$ cat config.mk
export PLATFORM = sky130hd
export DESIGN_NAME = trace_top
export DESIGN_NICKNAME = d
export VERILOG_FILES = /design/src/trace_arch_pkg.sv /design/src/trace_rec_pkg.sv /design/src/shadow_regfile.sv /design/src/csr_snapshot.sv /design/src/trace_fifo.sv /design/src/trace_ctrl.sv /design/src/trace_top.sv
export SDC_FILE = /design/constraint.sdc
export NUM_CORES = 2
export LEC_CHECK = 0
export BUFFER_PORTS_ARGS = -buffer_cell sky130_fd_sc_hd__buf_2
export CORE_MARGIN = 5
export CORE_UTILIZATION = 55
export DETAILED_ROUTE_END_ITERATION = 10
export MAX_ROUTING_LAYER = met4
export PLACE_DENSITY = 0.79
export SKIP_CTS_REPAIR_TIMING = 1
export SYNTH_ARGS = -nofsm -noshare
export SYNTH_HDL_FRONTEND = slang
export SYNTH_SLANG_ARGS = --single-unit
$ cat constraint.sdc
create_clock -name clk -period 7.2 [get_ports clk]
set_clock_uncertainty 0.1 [all_clocks]
set_input_delay 0.72 -clock clk [delete_from_list [all_inputs] [get_ports clk]]
set_output_delay 0.72 -clock clk [all_outputs]
set_load 0.02 [all_outputs]
$ cat src/trace_arch_pkg.sv
// Architectural constants for the trace unit
// Word and register index widths, CSR bit offsets and CSR index codes

package trace_arch_pkg;

    //------------------------------------------------------------------
    // Data path
    //------------------------------------------------------------------
    localparam int XLEN       = 32;
    localparam int REG_ADDR_W = 5;   // Covers both RVE and RVI register files
    localparam int EC_W       = 4;   // mcause exception code

    //------------------------------------------------------------------
    // CSR field positions
    //------------------------------------------------------------------
    localparam int MSTATUS_MIE_OFFSET  = 3;
    localparam int MSTATUS_MPIE_OFFSET = 7;
    localparam int MSTATUS_MPP_OFFSET  = 11;  // Two bits wide

    // Shared by mie and mip
    localparam int MIE_MSIE_OFFSET = 3;
    localparam int MIE_MTIE_OFFSET = 7;
    localparam int MIE_MEIE_OFFSET = 11;

    // Machine mode only core
    localparam logic [1:0] MSTATUS_MPP_M = 2'b11;

    //------------------------------------------------------------------
    // Traced CSR set
    //------------------------------------------------------------------
    localparam int NUM_CSR   = 7;
    localparam int CSR_IDX_W = 3;

    // Lower code wins when several words change together
    typedef enum logic [CSR_IDX_W-1:0] {
        CSR_MSTATUS = 3'd0,
        CSR_MTVEC   = 3'd1,
        CSR_MIE     = 3'd2,
        CSR_MIP     = 3'd3,
        CSR_MEPC    = 3'd4,
        CSR_MCAUSE  = 3'd5,
        CSR_MTVAL   = 3'd6
    } csr_idx_e;

endpackage : trace_arch_pkg

$ cat src/trace_rec_pkg.sv
// Trace record format
// Record kinds and the record word with its retire and CSR views

package trace_rec_pkg;

    import trace_arch_pkg::*;

    localparam int STAMP_W   = 16;
    localparam int CSR_PAD_W = 34;  // Fills the CSR view up to the retire view

    typedef enum logic {
        REC_RETIRE = 1'b0,
        REC_CSR    = 1'b1
    } rec_kind_e;

    // 1 + 16 + 32 + 5 + 32 + 32 = 118 bits
    typedef struct packed {
        rec_kind_e              kind;
        logic [STAMP_W-1:0]     stamp;
        logic [XLEN-1:0]        pc;
        logic [REG_ADDR_W-1:0]  rd;
        logic [XLEN-1:0]        new_val;
        logic [XLEN-1:0]        old_val;
    } retire_view_s;

    // 1 + 16 + 3 + 32 + 32 + 34 = 118 bits
    typedef struct packed {
        rec_kind_e              kind;
        logic [STAMP_W-1:0]     stamp;
        csr_idx_e               idx;
        logic [XLEN-1:0]        new_val;
        logic [XLEN-1:0]        old_val;
        logic [CSR_PAD_W-1:0]   pad;
    } csr_view_s;

    // Kind bit is the MSB in both views
    typedef union packed {
        retire_view_s   ret;
        csr_view_s      csr;
    } trace_rec_u;

endpackage : trace_rec_pkg

$ cat src/shadow_regfile.sv
// Shadow integer register file
// One-cycle staging of retire events with new and previous rd value

`timescale 1ns/1ps

module shadow_regfile
    import trace_arch_pkg::*;
#(
    parameter int NUM_REGS = 32
) (
    input  logic                    clk,
    input  logic                    rst_n,
    input  logic                    mprf_wr_en,
    input  logic [REG_ADDR_W-1:0]   mprf_wr_addr,
    input  logic [XLEN-1:0]         mprf_wr_data,
    input  logic                    update_pc_en,
    input  logic [XLEN-1:0]         update_pc,
    output logic                    evt_valid,
    output logic [XLEN-1:0]         evt_pc,
    output logic [REG_ADDR_W-1:0]   evt_rd,
    output logic [XLEN-1:0]         evt_new,
    output logic [XLEN-1:0]         evt_old
);

    logic [XLEN-1:0] regs [1:NUM_REGS-1];  // x0 is not stored
    logic            wr_live;

    assign wr_live = mprf_wr_en && (mprf_wr_addr != '0);

    // Shadow copy starts from the architectural reset value
    always_ff @(posedge clk) begin
        if (!rst_n) begin
            for (int i = 1; i < NUM_REGS; i++) begin
                regs[i] <= '0;
            end
        end else if (wr_live) begin
            regs[mprf_wr_addr] <= mprf_wr_data;
        end
    end

    always_ff @(posedge clk) begin
        if (!rst_n) begin
            evt_valid <= 1'b0;
        end else begin
            evt_valid <= update_pc_en;
        end
    end

    // Old value is read on the same edge the new one is written
    always_ff @(posedge clk) begin
        if (update_pc_en) begin
            evt_pc <= update_pc;
            if (wr_live) begin
                evt_rd  <= mprf_wr_addr;
                evt_new <= mprf_wr_data;
                evt_old <= regs[mprf_wr_addr];
            end else begin
                evt_rd  <= '0;      // No write or x0
                evt_new <= '0;
                evt_old <= '0;
            end
        end
    end

    a_wr_addr_range : assert property (@(posedge clk) disable iff (!rst_n)
        mprf_wr_en |-> (mprf_wr_addr < NUM_REGS));

endmodule : shadow_regfile

$ cat src/csr_snapshot.sv
// CSR word assembly from single fields
// Logged copy of each word, change mask and selected word readout

`timescale 1ns/1ps

module csr_snapshot
    import trace_arch_pkg::*;
(
    input  logic                    clk,
    input  logic                    rst_n,
    input  logic                    mstatus_mie,
    input  logic                    mstatus_mpie,
    input  logic [XLEN-1:6]         mtvec_base,
    input  logic                    mtvec_mode,
    input  logic                    mie_meie,
    input  logic                    mie_mtie,
    input  logic                    mie_msie,
    input  logic                    mip_meip,
    input  logic                    mip_mtip,
    input  logic                    mip_msip,
    input  logic [XLEN-1:1]         mepc,
    input  logic                    mcause_int,
    input  logic [EC_W-1:0]         mcause_ec,
    input  logic [XLEN-1:0]         mtval,
    input  csr_idx_e                csr_sel,
    input  logic                    csr_take,
    output logic [NUM_CSR-1:0]      csr_changed,
    output logic [XLEN-1:0]         sel_new,
    output logic [XLEN-1:0]         sel_old
);

    logic [XLEN-1:0] csr_word [NUM_CSR];   // Live value
    logic [XLEN-1:0] csr_log  [NUM_CSR];   // Last value put in a record

    //------------------------------------------------------------------
    // Word assembly
    //------------------------------------------------------------------
    always_comb begin
        csr_word[CSR_MSTATUS] = '0;
        csr_word[CSR_MSTATUS][MSTATUS_MIE_OFFSET]       = mstatus_mie;
        csr_word[CSR_MSTATUS][MSTATUS_MPIE_OFFSET]      = mstatus_mpie;
        csr_word[CSR_MSTATUS][MSTATUS_MPP_OFFSET +: 2]  = MSTATUS_MPP_M;

        csr_word[CSR_MTVEC] = {mtvec_base, 5'd0, mtvec_mode};

        csr_word[CSR_MIE] = '0;
        csr_word[CSR_MIE][MIE_MSIE_OFFSET] = mie_msie;
        csr_word[CSR_MIE][MIE_MTIE_OFFSET] = mie_mtie;
        csr_word[CSR_MIE][MIE_MEIE_OFFSET] = mie_meie;

        // Same bit layout as mie
        csr_word[CSR_MIP] = '0;
        csr_word[CSR_MIP][MIE_MSIE_OFFSET] = mip_msip;
        csr_word[CSR_MIP][MIE_MTIE_OFFSET] = mip_mtip;
        csr_word[CSR_MIP][MIE_MEIE_OFFSET] = mip_meip;

        csr_word[CSR_MEPC]   = {mepc, 1'b0};
        csr_word[CSR_MCAUSE] = {mcause_int, {(XLEN-1-EC_W){1'b0}}, mcause_ec};
        csr_word[CSR_MTVAL]  = mtval;
    end

    //------------------------------------------------------------------
    // Logged copies and change detection
    //------------------------------------------------------------------
    always_ff @(posedge clk) begin
        if (!rst_n) begin
            for (int i = 0; i < NUM_CSR; i++) begin
                csr_log[i] <= '0;
            end
        end else if (csr_take) begin
            csr_log[csr_sel] <= csr_word[csr_sel];
        end
    end

    always_comb begin
        for (int i = 0; i < NUM_CSR; i++) begin
            csr_changed[i] = (csr_word[i] != csr_log[i]);
        end
    end

    assign sel_new = csr_word[csr_sel];
    assign sel_old = csr_log[csr_sel];

    // Controller must only log a word that really moved
    a_take_changed : assert property (@(posedge clk) disable iff (!rst_n)
        csr_take |-> csr_changed[csr_sel]);

endmodule : csr_snapshot

$ cat src/trace_fifo.sv
// Record queue, first word fall through
// Circular buffer with the head on the valid/ready output

`timescale 1ns/1ps

module trace_fifo
    import trace_rec_pkg::*;
#(
    parameter int FIFO_DEPTH = 4
) (
    input  logic        clk,
    input  logic        rst_n,
    input  logic        push,
    input  trace_rec_u  push_rec,
    input  logic        trace_ready,
    output logic        full,
    output logic        trace_valid,
    output trace_rec_u  trace_rec
);

    localparam int PTR_W = (FIFO_DEPTH > 1) ? $clog2(FIFO_DEPTH) : 1;

    trace_rec_u         mem [FIFO_DEPTH];
    logic [PTR_W-1:0]   wr_ptr;
    logic [PTR_W-1:0]   rd_ptr;
    logic [PTR_W:0]     count;
    logic               pop;

    assign pop         = trace_valid && trace_ready;
    assign trace_valid = (count != '0);
    assign full        = (count == (PTR_W+1)'(FIFO_DEPTH));
    assign trace_rec   = mem[rd_ptr];   // Head shown directly

    always_ff @(posedge clk) begin
        if (push) begin
            mem[wr_ptr] <= push_rec;
        end
    end

    always_ff @(posedge clk) begin
        if (!rst_n) begin
            wr_ptr <= '0;
            rd_ptr <= '0;
            count  <= '0;
        end else begin
            if (push) begin
                wr_ptr <= (wr_ptr == PTR_W'(FIFO_DEPTH-1)) ? '0 : wr_ptr + 1'b1;
            end
            if (pop) begin
                rd_ptr <= (rd_ptr == PTR_W'(FIFO_DEPTH-1)) ? '0 : rd_ptr + 1'b1;
            end
            case ({push, pop})
                2'b10:   count <= count + 1'b1;
                2'b01:   count <= count - 1'b1;
                default: count <= count;
            endcase
        end
    end

    a_no_push_full : assert property (@(posedge clk) disable iff (!rst_n)
        push |-> !full);

endmodule : trace_fifo

$ cat src/trace_ctrl.sv
// Trace controller
// Stamp counter, retire/CSR arbitration, record building, overflow flag

`timescale 1ns/1ps

module trace_ctrl
    import trace_arch_pkg::*;
    import trace_rec_pkg::*;
(
    input  logic                    clk,
    input  logic                    rst_n,
    input  logic                    evt_valid,
    input  logic [XLEN-1:0]         evt_pc,
    input  logic [REG_ADDR_W-1:0]   evt_rd,
    input  logic [XLEN-1:0]         evt_new,
    input  logic [XLEN-1:0]         evt_old,
    input  logic [NUM_CSR-1:0]      csr_changed,
    input  logic [XLEN-1:0]         sel_new,
    input  logic [XLEN-1:0]         sel_old,
    input  logic                    full,
    output csr_idx_e                csr_sel,
    output logic                    csr_take,
    output logic                    push,
    output trace_rec_u              push_rec,
    output logic                    overflow
);

    logic [STAMP_W-1:0] stamp_cnt;
    logic               trace_en;   // Low for the reset cycles

    always_ff @(posedge clk) begin
        if (!rst_n) begin
            stamp_cnt <= '0;
            trace_en  <= 1'b0;
            overflow  <= 1'b0;
        end else begin
            stamp_cnt <= stamp_cnt + 1'b1;
            trace_en  <= 1'b1;
            if (evt_valid && full) begin
                overflow <= 1'b1;   // Sticky, retire record lost
            end
        end
    end

    //------------------------------------------------------------------
    // Arbitration
    //------------------------------------------------------------------
    always_comb begin
        csr_sel = CSR_MSTATUS;
        for (int i = NUM_CSR - 1; i >= 0; i--) begin
            if (csr_changed[i]) begin
                csr_sel = csr_idx_e'(i);
            end
        end
    end

    // Retire events never wait, CSR words only go when the slot is free
    assign csr_take = trace_en && !evt_valid && !full && (|csr_changed);
    assign push     = (evt_valid && !full) || csr_take;

    //------------------------------------------------------------------
    // Record building
    //------------------------------------------------------------------
    always_comb begin
        push_rec = '0;
        if (evt_valid) begin
            push_rec.ret.kind    = REC_RETIRE;
            push_rec.ret.stamp   = stamp_cnt - 1'b1;  // Edge the retire was sampled
            push_rec.ret.pc      = evt_pc;
            push_rec.ret.rd      = evt_rd;
            push_rec.ret.new_val = evt_new;
            push_rec.ret.old_val = evt_old;
        end else begin
            push_rec.csr.kind    = REC_CSR;
            push_rec.csr.stamp   = stamp_cnt;
            push_rec.csr.idx     = csr_sel;
            push_rec.csr.new_val = sel_new;
            push_rec.csr.old_val = sel_old;
        end
    end

endmodule : trace_ctrl

$ cat src/trace_top.sv
// Trace unit top level
// Shadow register file, CSR snapshot, controller and record queue

`timescale 1ns/1ps

module trace_top
    import trace_arch_pkg::*;
    import trace_rec_pkg::*;
#(
    parameter int NUM_REGS   = 32,   // 16 for an RVE core
    parameter int FIFO_DEPTH = 4
) (
    input  logic                    clk,
    input  logic                    rst_n,
    // Register file write port
    input  logic                    mprf_wr_en,
    input  logic [REG_ADDR_W-1:0]   mprf_wr_addr,
    input  logic [XLEN-1:0]         mprf_wr_data,
    // Retire
    input  logic                    update_pc_en,
    input  logic [XLEN-1:0]         update_pc,
    // CSR fields
    input  logic                    mstatus_mie,
    input  logic                    mstatus_mpie,
    input  logic [XLEN-1:6]         mtvec_base,
    input  logic                    mtvec_mode,
    input  logic                    mie_meie,
    input  logic                    mie_mtie,
    input  logic                    mie_msie,
    input  logic                    mip_meip,
    input  logic                    mip_mtip,
    input  logic                    mip_msip,
    input  logic [XLEN-1:1]         mepc,
    input  logic                    mcause_int,
    input  logic [EC_W-1:0]         mcause_ec,
    input  logic [XLEN-1:0]         mtval,
    // Record stream
    output logic                    trace_valid,
    input  logic                    trace_ready,
    output trace_rec_u              trace_rec,
    output logic                    overflow
);

    logic                   evt_valid;
    logic [XLEN-1:0]        evt_pc;
    logic [REG_ADDR_W-1:0]  evt_rd;
    logic [XLEN-1:0]        evt_new;
    logic [XLEN-1:0]        evt_old;
    logic [NUM_CSR-1:0]     csr_changed;
    logic [XLEN-1:0]        sel_new;
    logic [XLEN-1:0]        sel_old;
    csr_idx_e               csr_sel;
    logic                   csr_take;
    logic                   push;
    trace_rec_u             push_rec;
    logic                   full;

    shadow_regfile #(.NUM_REGS(NUM_REGS)) shadow_regfile_i (
        .clk(clk), .rst_n(rst_n),
        .mprf_wr_en(mprf_wr_en), .mprf_wr_addr(mprf_wr_addr), .mprf_wr_data(mprf_wr_data),
        .update_pc_en(update_pc_en), .update_pc(update_pc),
        .evt_valid(evt_valid), .evt_pc(evt_pc), .evt_rd(evt_rd),
        .evt_new(evt_new), .evt_old(evt_old)
    );

    csr_snapshot csr_snapshot_i (
        .clk(clk), .rst_n(rst_n),
        .mstatus_mie(mstatus_mie), .mstatus_mpie(mstatus_mpie),
        .mtvec_base(mtvec_base), .mtvec_mode(mtvec_mode),
        .mie_meie(mie_meie), .mie_mtie(mie_mtie), .mie_msie(mie_msie),
        .mip_meip(mip_meip), .mip_mtip(mip_mtip), .mip_msip(mip_msip),
        .mepc(mepc), .mcause_int(mcause_int), .mcause_ec(mcause_ec), .mtval(mtval),
        .csr_sel(csr_sel), .csr_take(csr_take),
        .csr_changed(csr_changed), .sel_new(sel_new), .sel_old(sel_old)
    );

    trace_ctrl trace_ctrl_i (
        .clk(clk), .rst_n(rst_n),
        .evt_valid(evt_valid), .evt_pc(evt_pc), .evt_rd(evt_rd),
        .evt_new(evt_new), .evt_old(evt_old),
        .csr_changed(csr_changed), .sel_new(sel_new), .sel_old(sel_old),
        .full(full), .csr_sel(csr_sel), .csr_take(csr_take),
        .push(push), .push_rec(push_rec), .overflow(overflow)
    );

    trace_fifo #(.FIFO_DEPTH(FIFO_DEPTH)) trace_fifo_i (
        .clk(clk), .rst_n(rst_n),
        .push(push), .push_rec(push_rec), .trace_ready(trace_ready),
        .full(full), .trace_valid(trace_valid), .trace_rec(trace_rec)
    );

endmodule : trace_top

# Yosys cells after proc, flatten, opt, wreduce, memory -nomap -nowiden
# Memory sizes are Yosys's and may differ from the RTL's. A register that Yosys moved wholly into a read port is not among the register bits.
# Index checks and enable logic that the tools add are counted.
[totals]
reg_bits = 95
ramBits = 1688
input_bits = 177
elab_cells = 83
n_memories = 3
[mem_list]
columns = ["memory", "depth", "word_bits", "read_ports", "rd_ports_with_merged_regs", "write_ports", "line_no", "rtl"]
rows = [
  ["shadow_regfile_i.regs", 31, 32, 1, 1, 31, "shadow_regfile.sv:25", "logic [XLEN-1:0] regs [1:NUM_REGS-1];"],
  ["trace_fifo_i.mem", 4, 118, 1, 1, 1, "trace_fifo.sv:23", "trace_rec_u mem [FIFO_DEPTH];"],
  ["csr_snapshot_i.csr_log", 7, 32, 8, 0, 7, "csr_snapshot.sv:33", "logic [XLEN-1:0] csr_log [NUM_CSR];"],
]
[classes]
addsub = 6
order_cmp = 1
n_eq_ne = 12
muxes = 33
bitwise = 1
n_reduce_logical = 17
[ops]
columns = ["op", "n"]
rows = [
  ["2-to-1 mux 32 bit", 4],
  ["inequality test 32 bit", 4],
  ["binary-select mux 32 bit (select 3 bit)", 1],
  ["2-to-1 mux 84 bit", 1],
  ["inequality test 12 x 32 -> 1 bit", 2],
  ["OR reduction 32 bit", 2],
  ["2-to-1 mux 34 bit", 1],
  ["inequality test 13 x 32 -> 1 bit", 1],
  ["2-to-1 mux 3 bit", 8],
  ["adder 16 x 1 -> 16 bit, second input constant", 1],
  ["subtractor 16 x 1 -> 16 bit, second input constant", 1],
  ["2-to-1 mux 1 bit", 12],
  ["2-to-1 mux 2 bit", 4],
  ["logical AND 1 bit", 7],
  ["OR reduction 7 bit", 1],
  ["== test 2 bit, second input constant", 3],
  ["one-hot mux 3 bit (2 select lines)", 1],
  ["2-to-1 mux 5 bit", 1],
  ["nonzero test 5 bit", 1],
  ["adder 2 x 1 -> 2 bit, second input constant", 2],
  ["greater-or-equal comparator 4 bit, second input constant", 1],
  ["NOT 3 -> 4 bit", 1],
  ["adder 3 x 1 -> 3 bit, second input constant", 1],
  ["== test 3 bit, second input constant", 1],
  ["other kinds (6)", 8],
]

# Depth between registers and ports, before layout
# An unclocked memory read counts as a cell.
[depth]
depth_word = 14
depth_mapped = 14
mapped_depth_nobuf = 14

# Cells and area by module
# From an unflattened synthesis, not the netlist that was laid out.
[unflattened]
cells_unflattened = 5393
hier_area_um2 = 81933.6
[modules_own_cells]
columns = ["mod", "instances", "cells_per_inst", "area_per_inst_um2", "seq_area_each_um2"]
rows = [
  ["shadow_regfile", 1, 3479, 49640.1, 33802.4],
  ["trace_fifo", 1, 667, 17456.7, 14353.8],
  ["csr_snapshot", 1, 987, 12665.9, 7367.1],
  ["trace_ctrl", 1, 260, 2170.8, 360.3],
]

# Least setup slack after synthesis
# OpenSTA, ideal clock, no wires.
[synth_timing]
path_type = "input -> register"
startpoint = "input mie_meie"
endpoint = "memory csr_snapshot_i.csr_log[5][0], enable pin"
t_arrival_ps = 5906
slack_ps = 684
cell_stages = 8
cell_sequence = "xnor2_1 nand3_1 or4_4 nor4_1 o21ai_2 clkbuf_1 clkbuf_1 o41ai_1"
[synth_lines]
columns = ["item", "line_no", "rtl"]
rows = [
  ["from (decl)", "trace_top.sv:27", "input logic mie_meie,"],
  ["to (decl)", "csr_snapshot.sv:33", ""],
]

==> impl_metrics.tcl <==
set metrics [dict create \
    status "complete, no violations" \
    cp-end-kind "flop" \
    grt_pass1_vias 47085 \
    io_buffers 296 \
    clock.fmax_ghz 0.186 \
    grt_overflow_total 0 \
    ios 297 \
    dp_slack_ns 1.65 \
    setup_viol 0 \
    hold_start "mtval[0]" \
    syn_to_final_growth_pct 13.3 \
    critPathKind "reg2reg" \
    rr_endpoint "trace_fifo_i.mem[2][94]" \
    nNetsFinal 5506 \
    drt_iter0_drc 7987 \
    timing.critical_path.mode_cell "a21oi_1" \
    ys.flop_type "edfxtp_1" \
    min_period_ns 5.38 \
    worst_slack_ns 1.82 \
    worst_path_max_delay_cell "a32o_2" \
    cellPowerDensity_nw_per_um2 285 \
    cts-buffers-inserted 181 \
    avgSynthCellArea_um2 16.1 \
    startpoint_type "flop" \
    endpoint "trace_fifo_i.mem[2][94]" \
    crit_family "simple AND/OR/NAND/NOR gates" \
    instances_no_fill 7395 \
    synth_mux_area_share_pct 11.5 \
    core-area_um2 144000 \
    path_cells "xor2_1 -> nor4_1 -> nand4_1 -> nor4b_1 -> a32o_2 -> buf_4 -> mux2i_1 -> nor2_1 -> a21oi_1 -> a21oi_1" \
    vias 48258 \
    final_cell_mix "edfxtp_1, and2_1, mux4_2" \
    ir_drop_mv 0.246 \
    grt_pass1_wl_um 333000 \
    hp-class "in2reg" \
    synth-edff-count 1800 \
    synth_compound_area_share_pct 4.10 \
    fin_tns_setup_ns 0 \
    r2r-start "csr_snapshot_i.csr_log[4][16]" \
    avgRoutedWirePerCell_um 31.4 \
    dieArea_um2 153000 \
    routed_wl_um 232000 \
    slew_viol_final 0 \
    yosys_warnings 0 \
    cts_tree "done" \
    antenna_found_initial 19 \
    crit_arrival_ns 5.77 \
    rows 139 \
    final_common_cell "edfxtp_1" \
    worstPathRequired_ns 7.60 \
    fin_util_pct 62.9 \
    synth_seq_area_share_pct 69.1 \
    syn-instance-count 4967 \
    async_reset_ff_share_pct 0 \
    synth-simple-area-share_pct 11.5 \
    ant_nets 0 \
    track_usage_pct 31.1 \
    rsz0062_at_grt "false" \
    ys_types 73 \
    drc 0 \
    slowest_delay_ns 0.94 \
    hold_viol 0 \
    power.static_leakage_nw 31.1 \
    drive_above_1_share_pct 21.1 \
    gp_congestion 1.01 \
    via_per_inst 6.53 \
    initial_utilization_pct 55.5 \
    dp_cells 7008 \
    ys_seq_elements 1860 \
    synth_adder_area_share_pct 0.150 \
    firstDrtPassIters 9 \
    dieHeight_um 391 \
    h-tree-depth 4 \
    period_share_pct 74.7 \
    cts.sinks 1860 \
    hpwl_um 145000 \
    clkLatencyLatePin_ns 0.84 \
    slew_headroom_pct 14.9 \
    critical_path_depth 10 \
    cts-root-buf "clkbuf_16" \
    ff2ff_setup_slack_ns 1.82 \
    clk_transition_reported_paths_ns 0.06 \
    syn_area_um2 79900 \
    die-width_um 391 \
    tightestPinTransition_ns 1.27 \
    path_max_fanout 23 \
    crit_start "csr_snapshot_i.csr_log[4][16]" \
    reg2reg_depth 10 \
    clock_path_buffers 3 \
    cap_viol_max_count 0 \
    crit_buf_inv 1 \
    synth_top_family_by_area "simple AND/OR/NAND/NOR gates" \
    grt_max_degree 126 \
    synth_xor_area_share_pct 1.46 \
]
## flip-flops by register name, indices dropped and copies added, names as in the netlist, named ones only
| signal | flops |
|---|---|
| csr_snapshot_i.csr_log | 235 |
| shadow_regfile_i.evt_new | 32 |
| shadow_regfile_i.evt_old | 32 |
| shadow_regfile_i.evt_pc | 32 |
| shadow_regfile_i.evt_rd | 5 |
| shadow_regfile_i.evt_valid | 1 |
| shadow_regfile_i.regs | 1024 |
| trace_ctrl_i.overflow | 1 |
| trace_ctrl_i.stamp_cnt | 16 |
| trace_ctrl_i.trace_en | 1 |
| trace_fifo_i.count | 3 |
| trace_fifo_i.mem | 472 |
| trace_fifo_i.rd_ptr | 2 |
| trace_fifo_i.wr_ptr | 2 |
## cell families after synthesis
| logic type | count (synthesis) |
|---|---|
| flip-flops | 1860 |
| AND/OR/NAND/NOR | 1624 |
| AO/OA/AOI/OAI | 465 |
| multiplexers | 446 |
| buffers and inverters | 429 |
| XOR/XNOR | 133 |
| adder cells (fa/ha/maj) | 9 |
| other | 1 |
## worst reg2reg max path, stage by stage (launching register included)
cell and delay [ns]:
edfxtp_1 0.43, xor2_1 0.17, nor4_1 0.67, nand4_1 0.43, nor4b_1 0.68, a32o_2 0.94, buf_4 0.46, mux2i_1 0.27
nor2_1 0.06, a21oi_1 0.56, a21oi_1 0.27
## metrics by stage
step                power [mW]  hold slack, ns  cell area [um2]
finish                    25.8          0.0663            90600
detailed placement        16.3           0.372            84200
global placement          16.2           0.354            84200
CTS                       25.8         -0.0848            90200
global route              26.5          0.0455            90600
floorplan                 15.0           0.354            80400
## final cells by class
cell class / instances / area [um2]
fill: 9854 / 53400
sequential: 1860 / 55300
clock inverter: 95 / 1120
timing repair buffer: 446 / 2760
multi-input combinational: 2812 / 24000
tap: 1903 / 2380
antenna: 17 / 42.5
clock buffer: 243 / 4920
inverter: 19 / 71.3
## where the power goes
| part | switching (mW) | total, mW | internal (mW) | leakage (nW) |
|---|---|---|---|---|
| Combinational | 2.04 | 3.17 | 1.13 | 10.5 |
| Clock | 4.12 | 9.69 | 5.57 | 2.94 |
| Sequential | 0.293 | 13.0 | 12.7 | 17.6 |
| Total | 6.45 | 25.8 | 19.4 | 31.1 |
## worst min-delay path by stage
| stage | to | cells after the start |
|---|---|---|
| after CTS | shadow_regfile_i.evt_pc[13] | 1 |
| after detailed placement | flop | 2 |
| after floorplan | csr_snapshot_i.csr_log[6][27] | 2 |
| after global placement | flop | 2 |
| after global routing | csr_snapshot_i.csr_log[6][0] | 3 |
| final | csr_snapshot_i.csr_log[6][0] | 3 |
## Yosys cell counts (10+ instances only)
cell type / n / share of area [%]
o211a_1: 17 / 0.21
and2_1: 1077 / 8.4
nand3_1: 53 / 0.33
buf_1: 57 / 0.27
a31oi_1: 33 / 0.26
a221oi_1: 33 / 0.36
nand2_1: 114 / 0.54
buf_2: 28 / 0.18
o21a_1: 17 / 0.16
mux2i_1: 62 / 0.78
nor4_1: 51 / 0.40
a311oi_1: 10 / 0.11
o31ai_1: 20 / 0.19
mux4_2: 376 / 11
xnor2_1: 56 / 0.61
a21oi_1: 91 / 0.57
nor3_1: 27 / 0.17
o21ai_0: 71 / 0.44
clkbuf_1: 315 / 1.5
a211oi_1: 29 / 0.27
a22o_1: 33 / 0.36
dfxtp_1: 60 / 1.5
nor2_1: 229 / 1.1
edfxtp_1: 1800 / 68
a22oi_1: 64 / 0.60
inv_1: 18 / 0.085
nand4_1: 23 / 0.18
or3_1: 16 / 0.13
xor2_1: 77 / 0.84
## per-layer routing
layer | wire (um) | part of all wire [%] | track usage (%)
met5 | 0 | 0 | -
met4 | 10800 | 4.6 | 11.7
met3 | 31700 | 14 | 8.76
met2 | 109000 | 47 | 47.3
met1 | 80400 | 35 | 40.5
(Power assumes the default switching activity.)
